**config.mk**
```make
export PLATFORM = sky130hd
export DESIGN_NAME = opbCore
export DESIGN_NICKNAME = d
export VERILOG_FILES = /design/src/armOpbPkg.sv /design/src/instrDecode.sv /design/src/bop.sv /design/src/aluExecute.sv /design/src/resultWrite.sv /design/src/opbCore.sv
export VERILOG_INCLUDE_DIRS = /design/src
export SDC_FILE = /design/constraint.sdc
export NUM_CORES = 1
export LEC_CHECK = 0
export BUFFER_PORTS_ARGS = -buffer_cell sky130_fd_sc_hd__buf_2
export CORE_MARGIN = 2
export CORE_UTILIZATION = 45
export CTS_CLUSTER_DIAMETER = 200
export DETAILED_ROUTE_END_ITERATION = 16
export PLACE_DENSITY = 0.71
export SLEW_MARGIN = 15
export SYNTH_ARGS = -nofsm -noshare
export SYNTH_HDL_FRONTEND = slang
export SYNTH_HIERARCHICAL = 1
export SYNTH_SLANG_ARGS = --single-unit
```
**constraint.sdc**
```tcl
create_clock -name phi1 -period 4.9 [get_ports phi1]
set_input_delay 1.225 -clock phi1 [delete_from_list [all_inputs] [get_ports phi1]]
set_output_delay 1.225 -clock phi1 [all_outputs]
set_load 0.02 [all_outputs]
```
**src/armOpb_defs.svh**
```systemverilog
`ifndef ARM_OPB_DEFS_SVH
`define ARM_OPB_DEFS_SVH

// Width of the data path and of every operand and result word
`define DATA_W 32

// Width of the instruction field that reaches the operand-B path
`define IR_W 24

// Four condition flags N Z C V
`define FLAG_W 4

// Barrel shift amount taken from the low instruction bits
`define SHAMT_W 5

// Class field picks where operand B comes from
`define CLASS_MSB 31
`define CLASS_LSB 29

// ALU operation field
`define OP_MSB 28
`define OP_LSB 26

`define SETF_BIT 25 // Instruction updates the stat register
`define FWDW_BIT 24 // Operand B taken from the last written result

`endif

```
**src/armOpbPkg.sv**
```systemverilog
package armOpbPkg;

  // Operand-B source as encoded in the class field of the instruction
  typedef enum logic [2:0] {
    CLS_REG      = 3'd0, // B read port of the register file
    CLS_IMM8     = 3'd1, // Zero-extended byte immediate
    CLS_IMM12    = 3'd2,
    CLS_BRANCH   = 3'd3, // Word offset of a branch
    CLS_REGCOUNT = 3'd4, // Byte offset for a block transfer
    CLS_SHIFT    = 3'd5, // B port shifted left by the low IR bits
    CLS_HOLD     = 3'd6,
    CLS_PSR      = 3'd7  // Status word with PC and mode
  } instrClassT;

  // Bits 1..0 steer the main mux and bits 3..2 the two small ones behind it
  typedef enum logic [3:0] {
    BPORT    = 4'b0000,
    SHIFTOUT = 4'b0001,
    BRANCH   = 4'b0010,
    REGCOUNT = 4'b0011,
    HOLD     = 4'b0110,
    IMM8     = 4'b0111,
    IMM12    = 4'b1011
  } bopSelT;

  // Forward select sits in front of the source mux
  typedef enum logic [1:0] {
    FWD_EX    = 2'b00, // Write port result
    FWD_PC    = 2'b01, // PC word with stat on top
    FWD_FLAGS = 2'b10, // PC word with live ALU flags on top
    FWD_NONE  = 2'b11  // Let bopSel decide
  } fwdSelT;

  typedef enum logic [2:0] {
    ADD  = 3'd0,
    SUB  = 3'd1,
    AND  = 3'd2,
    ORR  = 3'd3,
    EOR  = 3'd4,
    MOVB = 3'd5 // Pass shifted operand B straight through
  } aluOpT;

endpackage

```
**src/instrDecode.sv**
```systemverilog
`timescale 1ns/10ps
`include "armOpb_defs.svh"

module instrDecode import armOpbPkg::*; (
  input  logic                instrValid, // One-cycle instruction strobe
  input  logic [`DATA_W-1:0]  instr,
  output bopSelT              bopSel,
  output fwdSelT              fwdSel,
  output aluOpT               aluOp,
  output logic                setFlags,
  output logic [`SHAMT_W-1:0] shiftAmt,
  output logic                aluValid    // Marks a live slot for the execute stage
);

  instrClassT instrClass;
  logic [2:0] opField;
  logic       fwdBit;

  assign instrClass = instrClassT'(instr[`CLASS_MSB:`CLASS_LSB]);
  assign opField = instr[`OP_MSB:`OP_LSB];
  assign fwdBit = instr[`FWDW_BIT]; // Forward request overrides the class

  always_comb begin
    // Idle slot keeps operand B in place and sends a dead strobe down the pipe
    bopSel = HOLD;
    fwdSel = FWD_NONE;
    aluOp = MOVB;
    setFlags = 1'b0;
    shiftAmt = '0;
    aluValid = 1'b0;

    if (instrValid) begin
      aluValid = 1'b1;
      setFlags = instr[`SETF_BIT];

      // Codes 6 and 7 are spare and behave as a move
      case (opField)
        3'd0:    aluOp = ADD;
        3'd1:    aluOp = SUB;
        3'd2:    aluOp = AND;
        3'd3:    aluOp = ORR;
        3'd4:    aluOp = EOR;
        default: aluOp = MOVB;
      endcase

      unique case (instrClass)
        CLS_REG:      bopSel = BPORT;
        CLS_IMM8:     bopSel = IMM8;
        CLS_IMM12:    bopSel = IMM12;
        CLS_BRANCH:   bopSel = BRANCH;
        CLS_REGCOUNT: bopSel = REGCOUNT;
        CLS_SHIFT: begin
          bopSel = BPORT; // Shift happens in execute on the registered value
          shiftAmt = instr[`SHAMT_W-1:0];
        end
        CLS_HOLD:     bopSel = HOLD;
        CLS_PSR: begin
          // Whole word comes from the forward muxes so bopSel stays idle
          bopSel = HOLD;
          fwdSel = FWD_PC;
        end
      endcase

      if (fwdBit) begin
        fwdSel = FWD_EX; // Result register holds the instruction two slots back
      end
    end
  end

endmodule

```
**src/bop.sv**
```systemverilog
`timescale 1ns/10ps
`include "armOpb_defs.svh"

module bop import armOpbPkg::*; (
  input  logic                phi1,
  input  logic                rstN,
  input  logic [`DATA_W-1:0]  wPort,      // Last written result for forwarding
  input  logic [`DATA_W-1:0]  bPort,
  input  logic [`DATA_W-1:0]  bopShifted, // Shifter output from execute
  input  logic [`FLAG_W-1:0]  stat,
  input  logic [`FLAG_W-1:0]  aluFlags,
  input  logic [1:0]          mask,
  input  logic [1:0]          mode,
  input  logic [`IR_W-1:0]    incAddress,
  input  logic [`IR_W-1:0]    ir,
  input  logic [4:0]          regCount,
  input  fwdSelT              fwdSel,
  input  bopSelT              bopSel,
  output logic [`DATA_W-1:0]  bopOut
);

  logic [`DATA_W-1:0]         muxA;   // Main source mux
  logic [`DATA_W-1:0]         muxB;   // Branch offset or held value
  logic [11:0]                muxC;   // Short immediates
  logic [`DATA_W-`FLAG_W-1:0] pcWord; // Low 28 bits of the status word
  logic [`DATA_W-1:0]         bopD;

  assign pcWord = {mask, incAddress, mode};

  always_comb begin
    // Bits 3..2 pick between the small offsets
    case (bopSel[3:2])
      2'b00:   muxC = {5'b0, regCount, 2'b0}; // Register count scaled to bytes
      2'b01:   muxC = {4'b0, ir[7:0]};
      default: muxC = ir[11:0];
    endcase

    muxB = bopSel[2] ? bopOut : {6'b0, ir, 2'b0}; // Branch offset is in words

    case (bopSel[1:0])
      2'b00:   muxA = bPort;
      2'b01:   muxA = bopShifted;
      2'b10:   muxA = muxB;
      default: muxA = {20'b0, muxC};
    endcase

    // Low bits and flag nibble have their own forward muxes
    case (fwdSel)
      FWD_EX:   bopD[`DATA_W-`FLAG_W-1:0] = wPort[`DATA_W-`FLAG_W-1:0];
      FWD_NONE: bopD[`DATA_W-`FLAG_W-1:0] = muxA[`DATA_W-`FLAG_W-1:0];
      default:  bopD[`DATA_W-`FLAG_W-1:0] = pcWord; // Same word for PC and flags
    endcase

    case (fwdSel)
      FWD_EX:    bopD[`DATA_W-1:`DATA_W-`FLAG_W] = wPort[`DATA_W-1:`DATA_W-`FLAG_W];
      FWD_PC:    bopD[`DATA_W-1:`DATA_W-`FLAG_W] = stat;
      FWD_FLAGS: bopD[`DATA_W-1:`DATA_W-`FLAG_W] = aluFlags;
      default:   bopD[`DATA_W-1:`DATA_W-`FLAG_W] = muxA[`DATA_W-1:`DATA_W-`FLAG_W];
    endcase
  end

  always_ff @(posedge phi1) begin
    if (!rstN) begin
      bopOut <= '0;
    end else begin
      bopOut <= bopD; // Idle cycles select HOLD so the value stays
    end
  end

endmodule

```
**src/aluExecute.sv**
```systemverilog
`timescale 1ns/10ps
`include "armOpb_defs.svh"

module aluExecute import armOpbPkg::*; (
  input  logic                phi1,
  input  logic                rstN,
  input  logic                aluValid,
  input  logic [`DATA_W-1:0]  aPort,
  input  logic [`DATA_W-1:0]  bopIn,      // Registered operand B from bop
  input  aluOpT               aluOp,
  input  logic                setFlags,
  input  logic [`SHAMT_W-1:0] shiftAmt,
  output logic [`DATA_W-1:0]  bopShifted,
  output logic [`DATA_W-1:0]  sum,
  output logic [`FLAG_W-1:0]  aluFlags,   // N Z C V from the current slot
  output logic                exValid,
  output logic                exSetFlags
);

  logic [`DATA_W-1:0]  aReg;
  aluOpT               opReg;
  logic [`SHAMT_W-1:0] shiftReg;
  logic                validReg;
  logic                setFlagsReg;
  logic                carry;
  logic                overflow;

  // Captured at the same edge as operand B so both line up in one slot
  always_ff @(posedge phi1) begin
    aReg <= aPort;
    if (!rstN) begin
      opReg <= MOVB;
      shiftReg <= '0;
      validReg <= 1'b0;
      setFlagsReg <= 1'b0;
    end else begin
      opReg <= aluOp;
      shiftReg <= shiftAmt;
      validReg <= aluValid;
      setFlagsReg <= setFlags & aluValid;
    end
  end

  assign bopShifted = bopIn << shiftReg; // Zero shift for every class but CLS_SHIFT

  always_comb begin
    carry = 1'b0;
    overflow = 1'b0;
    case (opReg)
      ADD: begin
        {carry, sum} = {1'b0, aReg} + {1'b0, bopShifted};
        // Overflow when like signs give a result of the other sign
        overflow = (aReg[`DATA_W-1] == bopShifted[`DATA_W-1]) &&
                   (sum[`DATA_W-1] != aReg[`DATA_W-1]);
      end
      SUB: begin
        // Carry set means no borrow as on ARM
        {carry, sum} = {1'b0, aReg} + {1'b0, ~bopShifted} + 1'b1;
        overflow = (aReg[`DATA_W-1] != bopShifted[`DATA_W-1]) &&
                   (sum[`DATA_W-1] != aReg[`DATA_W-1]);
      end
      AND:     sum = aReg & bopShifted;
      ORR:     sum = aReg | bopShifted;
      EOR:     sum = aReg ^ bopShifted;
      default: sum = bopShifted; // MOVB
    endcase
  end

  assign aluFlags = {sum[`DATA_W-1], (sum == '0), carry, overflow};
  assign exValid = validReg;
  assign exSetFlags = setFlagsReg;

endmodule

```
**src/resultWrite.sv**
```systemverilog
`timescale 1ns/10ps
`include "armOpb_defs.svh"

module resultWrite (
  input  logic               phi1,
  input  logic               rstN,
  input  logic               exValid,
  input  logic               exSetFlags, // Slot asked for a stat update
  input  logic [`DATA_W-1:0] sum,
  input  logic [`FLAG_W-1:0] aluFlags,
  output logic [`DATA_W-1:0] result,     // Also the write port for forwarding
  output logic [`FLAG_W-1:0] flags,
  output logic [`FLAG_W-1:0] stat,
  output logic               resultValid
);

  // Result only moves on a live slot so forwarding sees the latest write
  always_ff @(posedge phi1) begin
    if (!rstN) begin
      result <= '0;
      flags <= '0;
    end else if (exValid) begin
      result <= sum;
      flags <= aluFlags;
    end
  end

  // Stat keeps the flags of the last instruction that set them
  always_ff @(posedge phi1) begin
    if (!rstN) begin
      stat <= '0;
    end else if (exValid && exSetFlags) begin
      stat <= aluFlags;
    end
  end

  always_ff @(posedge phi1) begin
    if (!rstN) begin
      resultValid <= 1'b0;
    end else begin
      resultValid <= exValid; // One-cycle pulse two edges after the strobe
    end
  end

endmodule

```
**src/opbCore.sv**
```systemverilog
`timescale 1ns/10ps
`include "armOpb_defs.svh"

module opbCore import armOpbPkg::*; (
  input  logic               phi1,
  input  logic               rstN,
  input  logic               instrValid,
  input  logic [`DATA_W-1:0] instr,
  input  logic [`DATA_W-1:0] aPort,      // Register file A read port
  input  logic [`DATA_W-1:0] bPort,
  input  logic [`IR_W-1:0]   incAddress, // Next PC as a word address
  input  logic [1:0]         mode,
  input  logic [1:0]         mask,
  input  logic [4:0]         regCount,
  output logic               resultValid,
  output logic [`DATA_W-1:0] result,
  output logic [`FLAG_W-1:0] flags
);

  bopSelT              bopSel;
  fwdSelT              fwdSel;
  aluOpT               aluOp;
  logic                setFlags;
  logic [`SHAMT_W-1:0] shiftAmt;
  logic                aluValid;
  logic [`DATA_W-1:0]  bopOut;
  logic [`DATA_W-1:0]  bopShifted;
  logic [`DATA_W-1:0]  sum;
  logic [`FLAG_W-1:0]  aluFlags;
  logic [`FLAG_W-1:0]  stat;
  logic                exValid;
  logic                exSetFlags;

  instrDecode uDecode (.instrValid, .instr, .bopSel, .fwdSel, .aluOp, .setFlags,
                       .shiftAmt, .aluValid);

  // Only the low IR field reaches the operand-B path
  bop uBop (.phi1, .rstN, .wPort(result), .bPort, .bopShifted, .stat, .aluFlags,
            .mask, .mode, .incAddress, .ir(instr[`IR_W-1:0]), .regCount, .fwdSel,
            .bopSel, .bopOut);

  aluExecute uExecute (.phi1, .rstN, .aluValid, .aPort, .bopIn(bopOut), .aluOp,
                       .setFlags, .shiftAmt, .bopShifted, .sum, .aluFlags,
                       .exValid, .exSetFlags);

  resultWrite uWrite (.phi1, .rstN, .exValid, .exSetFlags, .sum, .aluFlags,
                      .result, .flags, .stat, .resultValid);

endmodule

```
==> results.py, run 1 <==
metrics = {
    "run_status": {
        "outcome": "finished with violations",
        "violations": "setup timing",
    },
    "yosys": {
        "syn_avg_cell_area_um2": 7.76,
        "seq_area_frac_synth": 0.169,
        "synth_fp_nets": 1992,
        "synth_cell_types": 113,
        "synth_top_cell_by_area": "dfxtp_1",
        "ys_ff_latch": 115,
        "netlist_area_um2": 13600,
        "synth_area_leaders": "dfxtp_1 (17%), ha_1 (9.9%), mux2i_1 (7.4%)",
        "synth_top_cell_area_share": 0.169,
        "synth_edf_count": 0,
        "syn_inst": 1750,
        "ys_warn_count": 6,
        "synth_flop_cell": "dfxtp_1",
        "synthArstFlopShare": 0,
    },
    "cells_and_area": {
        "drive_gt1_frac": 0.402,
        "final_common_cell": "buf_4",
        "final_cell_mix": "buf_4 (397), buf_2 (168), nor2_1 (146)",
        "final_cells": 2634,
        "syn_to_final_growth_pct": 40.6,
        "final_area_um2": 19100,
        "n_antenna_cell": 0,
        "fin_nets": 2473,
    },
    "place": {
        "globalplace.congestion": 1.04,
        "placed_area_um2": 17000,
        "dp_slack_ns": -0.547,
        "dp_cells": 2546,
        "hpwl_um": 44800,
        "numPortBuffers": 168,
    },
    "worst_setup_path": {
        "crit_fanout": 6,
        "cp_slowest_cell": "or4b_4",
        "r2r_slack_ns": -0.37,
        "crit_path_start_kind": "flip-flop",
        "r2r_cells": 19,
        "cp_top_family": "simple AND/OR/NAND/NOR gates",
        "r2r-end": "uBop/bopOut[30]$_SDFFE_PN0P_",
        "r2r_start": "uExecute/shiftReg[1]$_SDFF_PN0_",
        "cp_cell_sequence": "or3b_4 > nor2_4 > buf_6 > ha_4 > inv_2 > fa_1 > inv_1 > mux4_2 > nor2_4 > a31oi_4 > or3_1 > or4_4 > or4b_4 > nor4_4 > nand4_1 > nor3_2 > a222oi_1 > o22ai_1 > a21o_1",
        "crit_required_ns": 5.28,
        "path_common_cell": "nor2_4",
        "worst-path-buf-inv": 3,
        "critPathKind": "flip-flop to flip-flop",
        "endpoint_kind": "flip-flop",
        "max_stage_delay_ns": 0.56,
        "cp.arrival_ns": 5.65,
    },
    "timing": {
        "skew_ns": 0.0125,
        "setup_viol": 8,
        "maxSlewHeadroom": 0.357,
        "hold_viol_final": 0,
        "min_period_over_period": 1.08,
        "tns_ns": -1.52,
        "drv_slew": 0,
        "min_period_ns": 5.27,
        "setup_slack_ns": -0.368,
        "grt_setup_unrepaired": "yes",
        "worst_pin_slew_ns": 0.965,
        "max_freq_mhz": 190,
    },
    "global_route": {
        "grt_usage": 0.363,
        "grt_start_max_net_pins": 54,
        "grt_overflow_total": 0,
        "grt_pass1_vias": 15100,
        "grt_pass1_wl_um": 87400,
        "antenna_found_initial": 2,
    },
    "drt": {
        "routedWlPerCell_um": 22.5,
        "routed.top_layer": "met5",
        "vias_per_cell": 6.13,
        "ant_nets": 0,
        "drtPass1Iterations": 6,
        "drtIter0Drc": 2024,
        "wl_met1_um": 24300,
        "wl_met2_um": 26200,
        "route.met3.wl_um": 5960,
        "vias": 16200,
        "remaining_drc_errors": 0,
        "wirelength_um": 59300,
    },
    "clock_tree": {
        "clock_sink_count": 115,
        "numCtsBuffers": 17,
        "cts_tree": "done",
        "ctsHoldBuffers": 0,
        "root_buffer": "clkbuf_16",
        "clk_pin_slew_worst_paths_ns": 0.05,
        "clk_latency_ns": 0.45,
        "clock_path_buffers": 2,
        "h-tree-depth": 4,
    },
    "pwr": {
        "p_total_mw": 5.20,
        "irDropWorstVdd_uv": 272,
        "p_leak_nw": 8.65,
        "p_per_area_nw_per_um2": 272,
    },
    "die": {
        "die_height_um": 178,
        "rows": 63,
        "die_x_um": 178,
        "core_area_um2": 29700,
        "floorplan.die_area_um2": 31600,
        "io_pins": 169,
        "initial_core_util": 0.457,
    },
    "worst_hold_path": {
        "hold_path.class": "flip-flop to flip-flop",
        "hold_depth": 2,
        "holdPathEnd": "uWrite/stat[1]$_SDFFE_PN0P_",
        "hp-start": "uWrite/stat[1]$_SDFFE_PN0P_",
    },
    "run": {
        "max_cap_violations": 0,
    },
}
## tightest hold or removal path, cell delays in order (launching register included)
cell     delay [ns]
dfxtp_1        0.31
nand2_1        0.07
o21ai_2        0.04
## cell usage after synthesis (8+ instances only)
| master | count |
|---|---|
| a211oi_1 | 29 |
| a21o_1 | 42 |
| a21oi_1 | 122 |
| a221oi_1 | 11 |
| a221oi_2 | 8 |
| a22oi_1 | 8 |
| a311oi_1 | 8 |
| a31oi_1 | 16 |
| and2_1 | 21 |
| and3_1 | 17 |
| buf_1 | 10 |
| buf_2 | 21 |
| buf_4 | 14 |
| buf_6 | 17 |
| clkbuf_1 | 59 |
| dfxtp_1 | 115 |
| ha_1 | 108 |
| inv_1 | 110 |
| mux2_2 | 45 |
| mux2i_1 | 100 |
| mux4_2 | 13 |
| nand2_1 | 128 |
| nand2b_1 | 52 |
| nand3_1 | 38 |
| nand4_1 | 9 |
| nor2_1 | 166 |
| nor2b_1 | 54 |
| nor3_1 | 26 |
| nor4_1 | 9 |
| o211ai_1 | 22 |
| o21a_1 | 9 |
| o21ai_0 | 68 |
| o21bai_1 | 9 |
| o22ai_1 | 32 |
| o311a_1 | 12 |
| o31ai_1 | 8 |
| or3_1 | 9 |
| xnor2_1 | 18 |
## layer usage
| metal | vias up | track usage |
|---|---|---|
| li1 | 7318 | - |
| met1 | 7625 | 0.479 |
| met2 | 983 | 0.561 |
| met3 | 227 | 0.0829 |
| met4 | 2 | 0.162 |
| met5 | - | 0 |
## stage by stage
stage                     hold slack [ns]  utilization
after floorplan                     0.422            -
after global placement              0.444        0.572
after detailed placement            0.456        0.572
after CTS                           0.466        0.614
after global routing                0.477        0.643
final                               0.466        0.643
## power breakdown
| group | leakage (nW) | switching (mW) | internal [mW] |
|---|---|---|---|
| Clock | 0.301 | 0.495 | 0.891 |
| Combinational | 7.40 | 1.44 | 1.29 |
| Sequential | 0.951 | 0.0773 | 0.999 |
| Total | 8.65 | 2.01 | 3.18 |
## repair_timing
action / in CTS / in global routing
gates resized for setup: 87 / 147
gates cloned: 0 / 2
buffers inserted: 32 / 25
pin swaps: 23 / 64
endpoints found under the setup margin: 11 / 15
## how the worst max path moves through the flow
stage,endpoint,start,cells past startpoint,slack [ns]
global route,uBop/bopOut[30]$_SDFFE_PN0P_,uExecute/shiftReg[1]$_SDFF_PN0_,24,-0.48
detailed placement,uBop/bopOut[30]$_SDFFE_PN0P_,uExecute/shiftReg[1]$_SDFF_PN0_,21,-0.55
floorplan,uBop/bopOut[29]$_SDFFE_PN0P_,uExecute/shiftReg[1]$_SDFF_PN0_,23,-0.04
finish,uBop/bopOut[30]$_SDFFE_PN0P_,uExecute/shiftReg[1]$_SDFF_PN0_,19,-0.37
CTS,uBop/bopOut[30]$_SDFFE_PN0P_,uExecute/shiftReg[1]$_SDFF_PN0_,19,-0.30
global placement,uBop/bopOut[29]$_SDFFE_PN0P_,uExecute/shiftReg[1]$_SDFF_PN0_,23,-0.50
## registers in the layout, summed over array words and instances (netlist names)
name	count
uBop/bopOut	32
uExecute/aReg	32
uWrite/result	32
uExecute/shiftReg	5
uWrite/flags	4
uWrite/stat	4
uExecute/opReg	3
uExecute/exSetFlags	1
uExecute/exValid	1
uWrite/resultValid	1
## cell families after synthesis
family	count (synthesis)	share of synthesized area
compound gates	513	0.267
xor+xnor	21	0.0135
fa+ha+maj	110	0.102
buf+inv	245	0.0907
flops	115	0.169
mux	163	0.138
simple gates	583	0.219
## area by class of cell
class	instances	area (µm²)
Sequential cell	115	2320
Clock buffer	24	482
Tap cell	390	488
Multi-Input combinational cell	1390	11000
Clock inverter	8	149
Inverter	114	429
Fill cell	2476	10600
Timing Repair Buffer	593	4230
No activity file was read; power rests on OpenSTA's default activity.
==> inputs of run 2 (changes only) <==
--- a/config.mk
+++ b/config.mk
@@ -7,6 +7,7 @@
 export NUM_CORES = 1
 export LEC_CHECK = 0
 export BUFFER_PORTS_ARGS = -buffer_cell sky130_fd_sc_hd__buf_2
+export CAP_MARGIN = 25
 export CORE_MARGIN = 2
 export CORE_UTILIZATION = 45
 export CTS_CLUSTER_DIAMETER = 200
@@ -15,5 +16,4 @@
 export SLEW_MARGIN = 15
 export SYNTH_ARGS = -nofsm -noshare
 export SYNTH_HDL_FRONTEND = slang
-export SYNTH_HIERARCHICAL = 1
 export SYNTH_SLANG_ARGS = --single-unit
==> results.py, run 2 <==
metrics = {
    "run_status": {
        "outcome": "finished, final reports clean",
    },
    "place": {
        "hpwl_um": 45100,
        "placed_area_um2": 16000,
        "numPortBuffers": 168,
        "globalplace.congestion": 1.08,
    },
    "die": {
        "die_x_um": 173,
        "rows": 61,
        "core_area_um2": 27900,
        "floorplan.die_area_um2": 29800,
        "io_pins": 169,
        "initial_core_util": 0.459,
        "die_height_um": 173,
    },
    "timing": {
        "min_period_over_period": 0.978,
        "drv_slew": 0,
        "setup_viol": 0,
        "finalHoldWorstSlack_ns": 0.475,
        "maxSlewHeadroom": 0.337,
        "max_freq_mhz": 209,
        "skew_ns": 0.0125,
        "min_period_ns": 4.79,
        "hold_viol_final": 0,
        "worst_pin_slew_ns": 0.989,
    },
    "worst_setup_path": {
        "endpoint_kind": "flip-flop",
        "r2r_start": "uExecute.shiftReg[0]$_SDFF_PN0_",
        "crit_required_ns": 5.24,
        "crit_start": "uExecute.shiftReg[0]$_SDFF_PN0_",
        "crit_path_start_kind": "flip-flop",
        "critPathKind": "flip-flop to flip-flop",
        "crit_fanout": 8,
        "cp.arrival_ns": 5.13,
    },
    "yosys": {
        "synth_cell_types": 88,
        "synth_top_cell_area_share": 0.178,
        "synth_edf_count": 0,
        "synth_flop_cell": "dfxtp_1",
        "synth_top_cell_by_area": "dfxtp_1",
        "syn_avg_cell_area_um2": 7.46,
        "synth_common_cells": "nand2_1 (168), a21oi_1 (137), o21ai_0 (131)",
        "syn_inst": 1718,
        "synthArstFlopShare": 0,
        "ys_ff_latch": 114,
        "synth_fp_nets": 1955,
        "netlist_area_um2": 12800,
        "synth_most_common_cell": "nand2_1",
        "seq_area_frac_synth": 0.178,
        "synth_area_leaders": "dfxtp_1 (18%), ha_1 (10%), mux2i_1 (5.5%)",
        "ys_warn_count": 0,
    },
    "pwr": {
        "irDropWorstVdd_uv": 240,
        "p_per_area_nw_per_um2": 247,
        "p_int_mw": 2.54,
        "p_switching_mw": 1.68,
        "p_comb_frac": 0.441,
        "pwr-share-seq": 0.247,
        "p_leak_nw": 7.80,
        "clkPwrFrac": 0.312,
        "swShare": 0.398,
    },
    "clock_tree": {
        "clk_latency_ns": 0.44,
        "h-tree-depth": 4,
        "clock_path_buffers": 2,
        "numCtsBuffers": 17,
        "clock_sink_count": 114,
        "clk_pin_slew_worst_paths_ns": 0.07,
        "cts_tree": "done",
        "root_buffer": "clkbuf_16",
    },
    "cells_and_area": {
        "final_common_cell": "buf_4",
        "n_antenna_cell": 0,
        "drive_gt1_frac": 0.323,
        "fin_nets": 2327,
        "final_cell_mix": "buf_4 (308), buf_2 (168), nand2_1 (165)",
        "final_area_um2": 17100,
        "syn_to_final_growth_pct": 33.5,
        "reg_top3": "uBop.bopOut x32, uExecute.aReg x32, uWrite.result x31",
    },
    "drt": {
        "vias": 15600,
        "ant_nets": 0,
        "remaining_drc_errors": 0,
        "drtIter0Drc": 1661,
        "drtPass1Iterations": 6,
        "vias_per_cell": 6.28,
        "wirelength_um": 57600,
        "routedWlPerCell_um": 23.2,
    },
    "global_route": {
        "grt_usage": 0.371,
        "grt_start_max_net_pins": 44,
        "grt_pass1_vias": 14700,
        "grt_overflow_total": 0,
        "grt_pass1_wl_um": 86500,
        "antenna_found_initial": 0,
    },
    "run": {
        "max_cap_violations": 0,
    },
    "worst_hold_path": {
        "hp-start": "uWrite.stat[0]$_SDFFE_PN0P_",
        "hold_path.class": "flip-flop to flip-flop",
    },
}
[run 2: final timing paths]
path / endpoint / slack [ns] / cells after the start
worst min register to register: uWrite.stat[0]$_SDFFE_PN0P_ / 0.47 / 2
worst min-delay path: uWrite.stat[0]$_SDFFE_PN0P_ / 0.47 / 2
worst max register to register: uWrite.stat[2]$_SDFFE_PN0P_ / 0.11 / 20
worst max-delay path: uWrite.stat[2]$_SDFFE_PN0P_ / 0.11 / 20
[run 2: power by group through the flow]
stage	clock network, mW	logic, mW	registers, mW
after detailed placement	0	1.70	1.06
final	1.32	1.86	1.04
after CTS	1.32	1.73	1.04
after global routing	1.36	1.97	1.05
after global placement	0	1.71	1.06
after floorplan	0	0.903	1.05
[run 2: what timing repair did]
item	in CTS	in global routing
endpoints found under the setup margin	4	11
pin swaps	1	16
buffers inserted	0	5
hold buffers	0	0
gates resized for setup	19	88
[run 2: final cells by class]
class	instances	area, µm²
Clock buffer	18	439
Multi-Input combinational cell	1355	9980
Sequential cell	114	2290
Clock inverter	14	154
Inverter	115	432
Fill cell	2584	10800
Timing Repair Buffer	487	3350
Tap cell	378	473
[run 2: logic make-up after synthesis]
group                    share of synthesized area
AO/OA/AOI/OAI                                0.329
AND/OR/NAND/NOR                              0.192
buffers and inverters                       0.0783
multiplexers                                 0.110
flip-flops                                   0.178
adder cells (fa/ha/maj)                      0.104
XOR/XNOR                                   0.00820
[run 2: per-stage QoR]
step           setup slack (ns)  power, mW  utilization  TNS (ns)  std cells
6_report                  0.109       4.22        0.613         0       2481
4_1_cts                  0.0537       4.09        0.598         0       2474
3_5_place_dp             -0.141       2.76        0.574    -0.273       2442
2_1_floorplan             0.439       1.95            -         0       1718
3_3_place_gp             -0.171       2.76        0.572    -0.362       2440
5_1_grt                 -0.0335       4.38        0.613   -0.0592       2481
[run 2: critical path, stage by stage, from the launching register on]
cell and delay (ns):
dfxtp_4 0.42, mux2_2 0.36, mux2_2 0.30, mux2i_2 0.21, nand2b_4 0.22, ha_2 0.22
nor2b_1 0.07, buf_4 0.14, a2111oi_1 0.38, buf_4 0.20, a21oi_1 0.07, buf_4 0.15
o211ai_1 0.40, a21boi_1 0.13, buf_4 0.17, o21ai_1 0.16, buf_4 0.16, mux2_2 0.35
a21oi_1 0.16, o211ai_1 0.15, o41ai_2 0.29
[run 2: routing by layer]
layer | vias to the layer above | share of wire | track usage
met2 | 974 | 0.43 | 0.566
met5 | - | 0 | 0
li1 | 7118 | - | -
met1 | 7379 | 0.44 | 0.528
met4 | 0 | 0.033 | 0.126
met3 | 111 | 0.10 | 0.0618
==> inputs of run 3 (changes only) <==
--- a/config.mk
+++ b/config.mk
@@ -9,10 +9,10 @@
 export BUFFER_PORTS_ARGS = -buffer_cell sky130_fd_sc_hd__buf_2
 export CAP_MARGIN = 25
 export CORE_MARGIN = 2
-export CORE_UTILIZATION = 45
+export CORE_UTILIZATION = 47
 export CTS_CLUSTER_DIAMETER = 200
 export DETAILED_ROUTE_END_ITERATION = 16
-export PLACE_DENSITY = 0.71
+export PLACE_DENSITY = 0.74
 export SLEW_MARGIN = 15
 export SYNTH_ARGS = -nofsm -noshare
 export SYNTH_HDL_FRONTEND = slang
==> results.py, run 3 (synthesis gave the netlist of run 2 again) <==
metrics = {
    "cells_and_area": {
        "reg_top3": "uBop.bopOut x32, uExecute.aReg x32, uWrite.result x31",
        "utilization": 0.650,
        "drive_gt1_frac": 0.342,
        "syn_to_final_growth_pct": 36.3,
        "final_area_um2": 17500,
        "fin_nets": 2315,
        "n_antenna_cell": 0,
        "final_common_cell": "buf_4",
        "nFillCells": 2324,
        "final_cell_mix": "buf_4 (288), buf_2 (168), nand2_1 (161)",
    },
    "timing": {
        "grt_setup_unrepaired": "yes",
        "tns_ns": 0,
        "min_period_ns": 4.84,
        "drv_slew": 0,
        "setup_viol": 0,
        "min_period_over_period": 0.988,
        "setup_slack_ns": 0.0608,
        "max_freq_mhz": 207,
        "worst_pin_slew_ns": 1.01,
        "skew_ns": 0.0190,
        "maxSlewHeadroom": 0.322,
        "hold_viol_final": 0,
    },
    "pwr": {
        "p_per_area_nw_per_um2": 248,
        "p_leak_nw": 7.83,
        "irDropWorstVdd_uv": 236,
    },
    "clock_tree": {
        "clock_path_buffers": 2,
        "h-tree-depth": 4,
        "cts_tree": "done",
        "clock_sink_count": 114,
        "root_buffer": "clkbuf_16",
        "clk_latency_ns": 0.44,
        "clk_pin_slew_worst_paths_ns": 0.07,
        "numCtsBuffers": 17,
    },
    "worst_setup_path": {
        "r2r_slack_ns": 0.06,
        "r2r_start": "uExecute.shiftReg[0]$_SDFF_PN0_",
        "crit_fanout": 8,
        "crit_path_start_kind": "flip-flop",
        "endpoint_kind": "flip-flop",
        "crit_required_ns": 5.24,
        "cp.arrival_ns": 5.18,
        "r2r-end": "uWrite.stat[2]$_SDFFE_PN0P_",
        "r2r_cells": 19,
        "critPathKind": "flip-flop to flip-flop",
    },
    "die": {
        "die_x_um": 169,
        "die_height_um": 169,
        "core_area_um2": 26900,
        "floorplan.die_area_um2": 28600,
        "initial_core_util": 0.477,
        "io_pins": 169,
        "rows": 60,
    },
    "place": {
        "hpwl_um": 43000,
        "dp_slack_ns": -0.178,
        "globalplace.congestion": 1.01,
        "placed_area_um2": 15800,
        "numPortBuffers": 168,
    },
    "drt": {
        "ant_nets": 0,
        "vias": 15600,
        "drtIter0Drc": 1902,
        "vias_per_cell": 6.43,
        "wirelength_um": 56700,
        "remaining_drc_errors": 0,
        "drtPass1Iterations": 6,
        "routedWlPerCell_um": 23.3,
    },
    "worst_hold_path": {
        "hp-start": "uWrite.stat[0]$_SDFFE_PN0P_",
        "hold_path.class": "flip-flop to flip-flop",
        "holdPathEnd": "uWrite.stat[0]$_SDFFE_PN0P_",
        "hold_depth": 2,
    },
    "global_route": {
        "grt_usage": 0.380,
        "grt_pass1_vias": 14500,
        "grt_pass1_wl_um": 83800,
        "grt_start_max_net_pins": 71,
        "antenna_found_initial": 0,
        "grt_overflow_total": 0,
    },
    "run_status": {
        "outcome": "finished, final reports clean",
    },
    "run": {
        "max_cap_violations": 0,
    },
}
[run 3: layout make-up]
class / instances / area (µm²) / share of cell area
clock inverters: 14 / 179 / 0.0102
well taps: 341 / 427 / 0.0244
flip-flops and latches: 114 / 2290 / 0.131
repair buffers: 475 / 3330 / 0.191
inverters: 115 / 438 / 0.0251
clock buffers: 18 / 429 / 0.0246
multi-input cells: 1355 / 10400 / 0.594
[run 3: metal layers]
metal  global-route usage  routed length [µm]
met1                0.514               23700
met4                0.164                2620
met3               0.0772                5690
met2                0.586               24700
met5                    0                   0
[run 3: through the flow]
stage | total power, mW | hold slack, ns | cells
3_5_place_dp | 2.69 | 0.460 | 2377
5_1_grt | 4.48 | 0.518 | 2432
3_3_place_gp | 2.68 | 0.452 | 2375
6_report | 4.33 | 0.468 | 2432
4_1_cts | 4.09 | 0.469 | 2409
2_1_floorplan | 1.95 | 0.442 | 1718
[run 3: repair_timing]
| action | in CTS | in global routing |
|---|---|---|
| gates cloned | 0 | 2 |
| gates resized for setup | 24 | 170 |
| setup buffers | 0 | 19 |
| endpoints found under the setup margin | 4 | 10 |
| hold buffers | 0 | 0 |
| pin swaps | 3 | 46 |
[run 3: worst max path at each step]
stage                                          startpoint                            to  slack (ns)
after CTS                 uExecute.shiftReg[0]$_SDFF_PN0_  uWrite.flags[2]$_SDFFE_PN0P_       0.008
after global routing      uExecute.shiftReg[0]$_SDFF_PN0_  uWrite.flags[2]$_SDFFE_PN0P_       -0.06
final                     uExecute.shiftReg[0]$_SDFF_PN0_   uWrite.stat[2]$_SDFFE_PN0P_        0.06
after floorplan           uExecute.shiftReg[0]$_SDFF_PN0_   uWrite.stat[2]$_SDFFE_PN0P_        0.44
after detailed placement  uExecute.shiftReg[0]$_SDFF_PN0_   uWrite.stat[2]$_SDFFE_PN0P_       -0.18
after global placement    uExecute.shiftReg[0]$_SDFF_PN0_  uWrite.flags[2]$_SDFFE_PN0P_       -0.14
[run 3: report_power, final]
part	switching, mW	internal, mW	total (mW)
registers	0.0652	0.977	1.04
clock network	0.580	0.811	1.39
logic	1.07	0.819	1.89
[run 3: worst max-delay path, stage by stage (launching register included)]
cell and delay, ns:
dfxtp_4 0.41, clkbuf_16 0.18, mux4_2 0.35, nand3_1 0.07, a31oi_1 0.40, inv_1 0.12
ha_1 0.49, buf_4 0.22, inv_1 0.05, nand3_1 0.12, a211oi_2 0.08, buf_4 0.16
o311ai_2 0.49, buf_4 0.19, nor3_1 0.05, nor4_2 0.28, a32oi_2 0.21, a211oi_1 0.25
nand4_1 0.24, o41ai_1 0.38
